## src/design/audio_macros.svh

```systemverilog
`ifndef AUDIO_MACROS_SVH
`define AUDIO_MACROS_SVH

//////////////////////////////////////////////////////////////////////
// Equalizer sizing
//////////////////////////////////////////////////////////////////////

// Independent FIR filters in the equalizer
`define AUD_NUM_FILTERS 4

// Taps per filter, also the wrap point of the tap index
`define AUD_NUM_TAPS 32

// Coefficient word, written as two bytes over SPI
`define AUD_COEF_W 16

`endif

```

## src/design/audio_regs_pkg.sv

```systemverilog
`include "audio_macros.svh"

package audio_regs_pkg;

    // Index widths into the coefficient store
    localparam int FILTER_IDX_W = $clog2(`AUD_NUM_FILTERS);
    localparam int TAP_IDX_W    = $clog2(`AUD_NUM_TAPS);

    // Returned for reads of anything not in the map
    localparam logic [7:0] UNMAPPED_READ = 8'had;

    //////////////////////////////////////////////////////////////////////
    // Register map
    //////////////////////////////////////////////////////////////////////
    typedef enum logic [6:0] {
        AUD_CONTROL = 7'h00,
        STATUS      = 7'h01,  // Read only
        TAP_SEL     = 7'h02,  // Auto-increments after each MSB write
        FILTER_SEL  = 7'h03,
        COEF_LSB    = 7'h04,
        COEF_MSB    = 7'h05,  // Write commits the coefficient
        MPIO        = 7'h06,
        SRAM        = 7'h07,
        AUX         = 7'h08,
        TEST        = 7'h09
    } reg_addr_e;

    typedef logic signed [`AUD_COEF_W-1:0] coef_t;

    // Payload of one coefficient write
    typedef struct packed {
        logic [FILTER_IDX_W-1:0] filter;
        logic [TAP_IDX_W-1:0]    tap;
        coef_t                   coef;
    } coef_wr_t;

endpackage

```

## src/design/coef_store.sv

```systemverilog
`include "audio_macros.svh"

module coef_store (
    input  logic                                    clk,
    input  logic                                    rst_n,
    input  logic                                    wr_req,
    output logic                                    wr_ack,
    input  audio_regs_pkg::coef_wr_t                wr,
    input  logic [audio_regs_pkg::FILTER_IDX_W-1:0] host_filter,
    input  logic [audio_regs_pkg::TAP_IDX_W-1:0]    host_tap,
    output audio_regs_pkg::coef_t                   host_data,
    input  logic [audio_regs_pkg::FILTER_IDX_W-1:0] rd_filter,
    input  logic [audio_regs_pkg::TAP_IDX_W-1:0]    rd_tap,
    output audio_regs_pkg::coef_t                   rd_data
);
    import audio_regs_pkg::*;

    coef_t mem [`AUD_NUM_FILTERS][`AUD_NUM_TAPS];
    logic  wr_en;

    assign wr_en = wr_req && !wr_ack;  // Rising phase of the handshake

    always_ff @(posedge clk or negedge rst_n) begin
        if (!rst_n) begin
            wr_ack <= 1'b0;
        end else if (wr_en) begin
            wr_ack <= 1'b1;
        end else if (!wr_req) begin
            wr_ack <= 1'b0;
        end
    end

    //////////////////////////////////////////////////////////////////////
    // Storage and read ports
    //////////////////////////////////////////////////////////////////////
    always_ff @(posedge clk) begin
        if (wr_en) begin
            mem[wr.filter][wr.tap] <= wr.coef;
        end
        rd_data <= mem[rd_filter][rd_tap];  // Registered read for the filter datapath
    end

    // Host readback for the register bank
    assign host_data = mem[host_filter][host_tap];

    // Lone ack only right after a cycle with req and ack both high
    a_ack_phase: assert property (@(posedge clk) disable iff (!rst_n)
        wr_ack && !wr_req |-> $past(wr_req && wr_ack));

endmodule

```

## config.mk

```make
export PLATFORM = sky130hd
export DESIGN_NAME = coef_store
export DESIGN_NICKNAME = d
export VERILOG_FILES = /design/src/design/audio_regs_pkg.sv /design/src/design/coef_store.sv
export VERILOG_INCLUDE_DIRS = /design/src /design/src/design
export SDC_FILE = /design/constraint.sdc
export NUM_CORES = 2
export LEC_CHECK = 0
export BUFFER_PORTS_ARGS = -buffer_cell sky130_fd_sc_hd__buf_4
export CAP_MARGIN = 40
export CORE_UTILIZATION = 33
export DETAILED_ROUTE_END_ITERATION = 12
export MAX_ROUTING_LAYER = met4
export SLEW_MARGIN = 10
export SYNTH_ARGS = -nofsm -noshare
export SYNTH_HDL_FRONTEND = slang
export SYNTH_SLANG_ARGS = --single-unit
```

## constraint.sdc

```tcl
create_clock -name clk -period 4.2 [get_ports clk]
set_input_delay 0.63 -clock clk [delete_from_list [all_inputs] [get_ports clk]]
set_output_delay 0.63 -clock clk [all_outputs]
set_load 0.05 [all_outputs]
```

Word-level counts from Yosys, hierarchy flattened
Memory sizes are Yosys's and may differ from the RTL's.
Index checks and enable logic that the tools add are counted.
{"block": "op_classes", "n_eq_ne": 1, "mux": 12, "n_reduce_logical": 3, "magnitude_cmp": 4, "bitwise": 3}
{"op": "$mux W512", "n": 1}
{"op": "$bmux W16 S5", "n": 2}
{"op": "$demux W16 S5", "n": 1}
{"op": "$mux W16", "n": 5}
{"op": "$ge A6 B6 Y1 const B", "n": 3}
{"op": "$not A5 Y6", "n": 3}
{"op": "$lt A6 B1 Y1 const B", "n": 1}
{"op": "$mux W1", "n": 3}
{"op": "$logic_and A1 B1 Y1", "n": 2}
{"op": "$ne A2 B1 Y1 const B", "n": 1}
{"op": "$logic_not A1 Y1", "n": 1}
{"block": "word_totals", "wordCells": 26, "n_memories": 1, "ram_bits": 2048, "out_inout_bits": 33, "reg_bits": 17, "inputBits": 40}
{"name": "mem", "depth": 4, "width": 512, "rd": 2, "rd_clocked_by_memory_dff": 0, "wr": 1, "line": "coef_store.sv:18", "text": "coef_t mem [`AUD_NUM_FILTERS][`AUD_NUM_TAPS];"}

Logic depth before layout (Yosys ltp)
{"block": "logic_depth", "ltp_word": 6, "ltp_mapped": 7, "mapped_depth_nobuf": 4}

Worst setup path before layout
OpenSTA, ideal clock, no wires.
{"block": "synth_timing", "path_type": "input port to output port", "startpoint": "input host_filter[0] (netlist name)", "endpoint": "output host_data[0]", "n_path_buf": 2, "t_arrival_ns": 3.141, "cell_stages": 6, "setup_slack_ns": 0.429, "required_time_ns": 3.570, "path_cell_list": "buf_2 -> buf_1 -> mux4_2 -> mux4_2 -> mux4_2 -> mux2_2"}
{"block": "synth_via", "elab_chain_len": 4}
{"element": "start, declared", "line": "coef_store.sv:9", "text": "input logic [audio_regs_pkg::FILTER_IDX_W-1:0] host_filter,"}
{"element": "$mem_v2 Z4 W512"}
{"element": "$bmux W16 S5", "line": "coef_store.sv:44", "text": "assign host_data = mem[host_filter][host_tap];"}
{"element": "$mux W16 (not written as such) (2 in a row)", "line": "coef_store.sv:44"}
{"element": "end, declared", "line": "coef_store.sv:11", "text": "output audio_regs_pkg::coef_t host_data,"}
Every way passes these cells. The select of a mux whose other input is x is not followed.

Worst setup path in the final report
{"block": "layout_timing", "startpoint": "input host_filter[0] (netlist name)", "endpoint": "output host_data[11]"}
The elaborated chain is that of the path after synthesis.

==> impl_results.md <==
* Port bufs at around 70
* Hold Fails Final Rpt at 0
* Max-cap violations at 0
* Post-synth net total at between 3,000 and 4,000
* Final HPWL DP at ~180,000 um
* Critical Path RT at roughly 3.6 ns
* Storage cell area at ~60,000 sq um
* CP Cell Sequence: buf_12 > buf_16 > buf_12 > mux4_2 > mux4_2 > mux4_2 > mux2_2 > buf_4
* CTS tree: done
* Slowest stage delay, CP at roughly 0.64 ns
* Dpl ws at -0.0584 ns
* Die Y at 537 um
* RSZ-0062 raised after global routing: true
* Number of CTS-inserted buffers at roughly 220
* Leak at around 34 nW
* Antenna viol nets, final at 0
* Clock Path Buffers at 4
* Final Net Count at ~4,400
* Worst Path Max Fanout at 16
* Outcome: finished, final reports clean
* Commonest non-fill, non-tap cell in the layout: edfxtp_1
* Drc violations at 0
* Synthesis Warnings at 0
* Proportion of layout cells with a drive suffix above 1 at 0.515
* WL per Instance at roughly 34 um
* First-pass GRT wire length at a little under 400,000 um
* Final WS setup at 0.0297 ns
* Maximum vdd ir drop at approximately 0.00034 V
* Root Driver: clkbuf_16
* Number of global-route vias before repair at between 40,000 and 50,000
* Multiplexer share of the synthesized area at 0.324
* Critical path class: primary input to primary output
* Initial Util at 0.332
* Die X-Extent at approximately 540 um
* Fin cells at ~8,300
* Setup TNS at 0 ns
* DR vias/cell at between 5 and 6
* Routability cong. at between 0.8 and 0.9
* Via count at 48,300
* Share of the yosys chip area belonging to registers at 0.654
* Die area at roughly 290,000 sq um
* Largest net degree at the start of global routing at approximately 130
* GRT overflow at 0
* WP data arrival at 3.54 ns
* Starting DRT DRC Count at around 6,100
* Worst-Margin Slew at 0.910 ns
* Compound-Gate Fraction of Synth Area at 0
* Delay-heaviest family, CP: multiplexers
* Area occupied by multi-input gates at between 30,000 and 40,000 sq um
* Initial DRT Pass Iterations at 5
* FMAX at 240 MHz
* XOR/XNOR Fraction of Synth Area at 0
* Worst-path clk slew at 0.06 ns
* Gr usage total at 0.199
* Area Growth Syn to Fin at 17.3%
* Netlist cell types at 21
* Clk sinks at between 2,000 and 2,500
* PnR Total Power at between 0.04 and 0.05 W
* Slew Limit Fails at 0
* Crit path buffers/inverters at 4
* Register bit total from synthesis at 2,065
* Synthesized area at 94,500 sq um
* Worst skew pair latency at 0.91 ns
* Worst min path class: primary input to async pin
* Setup Skew at about 0.080 ns
* Fill count at about 25,000
* IO Pins at 73
* H-Tree Depth at 4
* Slowest-stage cell, CP: mux4_2
* Final Critical Period at around 4.2 ns
* Post-Synth Adder-Cell Area at 0
* Worst path most repeated cell: mux4_2
* Relative slew slack at 0.393
* Most frequent cells in the layout: edfxtp_1 (2,048), mux4_2 (1,344), buf_4 (351), clkbuf_16 (226), nor2_2 (128)
* Endpoints failing setup at 0
* Core area at 285,000 sq um
* Simple-Gate Fraction of Synth Area at 0.00761
* Site row count at approximately 200
* Cells after DPL at 7,852
* Total Wirelength at 279,000 um
* Synthesized netlist cell count at between 3,000 and 4,000
* Dominant combinational cell family by area after synthesis: multiplexers
* Mean Syn Cell Area at around 24 sq um
* Initial antenna violation count at 33
* PD cells at approximately 420 nW/um^2
* CP Launch Type: primary input
* Final period util at 0.993
* Crit. End Element: primary output
## final timing paths
check / from / to / slack, ns / cells past startpoint
worst min-delay path: rst_n / wr_ack / 0.07 / 2
max in group asynchronous: rst_n / wr_ack / 4.05 / 2
min in group clk: wr[3] / mem[3][323] / 0.07 / 1
worst max-delay path: host_filter[0] / host_data[11] / 0.03 / 8
worst min register to register: mem[2][140] / rd_data[12] / 1.20 / 4
worst max register to register: wr_ack / mem[3][330] / 1.22 / 4
## worst reg2reg max path, cell delays in order (launching register included)
cell     delay (ns)
dfrtp_1        0.48
and4b_1        0.89
nand2_1        0.38
nor2_2         0.67
buf_12         0.24
## area by class of cell
type | instances | share of cell area
clock buffer | 263 | 0.0521
timing repair buffer | 497 | 0.0500
clock inverter | 135 | 0.0108
tap | 3762 | 0.0425
multi-input combinational | 1554 | 0.286
sequential | 2065 | 0.558
antenna | 19 | 0.000429
## layer usage
metal / wire length [um] / track usage / vias to the layer above
met3: 24000 / 0.0399 / 403
met1: 109000 / 0.258 / 26900
li1: - / - / 18800
met2: 136000 / 0.313 / 2210
met5: 0 / - / -
met4: 10400 / 0.0673 / 0
## state kept, by name (all words and copies together), names as in the netlist
register,flops
mem,2048
rd_data,16
wr_ack,1
## cell usage after synthesis
cell type     n  area share
or2_2         1    0.000066
and3b_1       1    0.000093
buf_1        50      0.0020
nand2_1      35      0.0014
buf_4         1    0.000079
nor4bb_1      2     0.00021
and3_1        1    0.000066
dfrtp_1       1     0.00026
nor3_1        1    0.000053
nor3b_1       3     0.00024
edfxtp_1   2048        0.65
buf_2       105      0.0056
and4b_1       1     0.00011
dfxtp_1      16      0.0034
nor2_1      130      0.0052
clkbuf_1    161      0.0064
mux4_2     1344        0.32
mux2_2       32      0.0038
nand2b_1      2     0.00013
buf_6         2     0.00024
nor4b_1       1    0.000093
## through the flow
stage,hold slack [ns],area [sq um],util
2_1_floorplan,0.334,94500,-
5_1_grt,0.0502,111000,0.389
3_3_place_gp,0.407,103000,0.362
4_1_cts,0.0212,111000,0.388
3_5_place_dp,0.407,103000,0.363
6_report,0.0658,111000,0.389
## cell families (layout without fill, tap and decap cells)
family / count (synthesis) / in the layout
buffers and inverters: 319 / 895
flip-flops: 2065 / 2065
multiplexers: 1376 / 1376
other: 0 / 19
AND/OR/NAND/NOR: 178 / 178
## power breakdown
part	switching, W	internal (W)
Clock	0.00820	0.0109
Combinational	0.00244	0.00188
Sequential	0.0000192	0.0227
Total	0.0107	0.0354
## what timing repair did
| action | 4_1_cts | 5_1_grt |
|---|---|---|
| hold endpoints to repair | 2 | 0 |
| gates resized for setup | 29 | 8 |
| endpoints found under the setup margin | 11 | 12 |
| cloned | 2 | 3 |
| hold buffers | 2 | 0 |
| buffers inserted | 8 | 11 |
(Power assumes the default switching activity.)
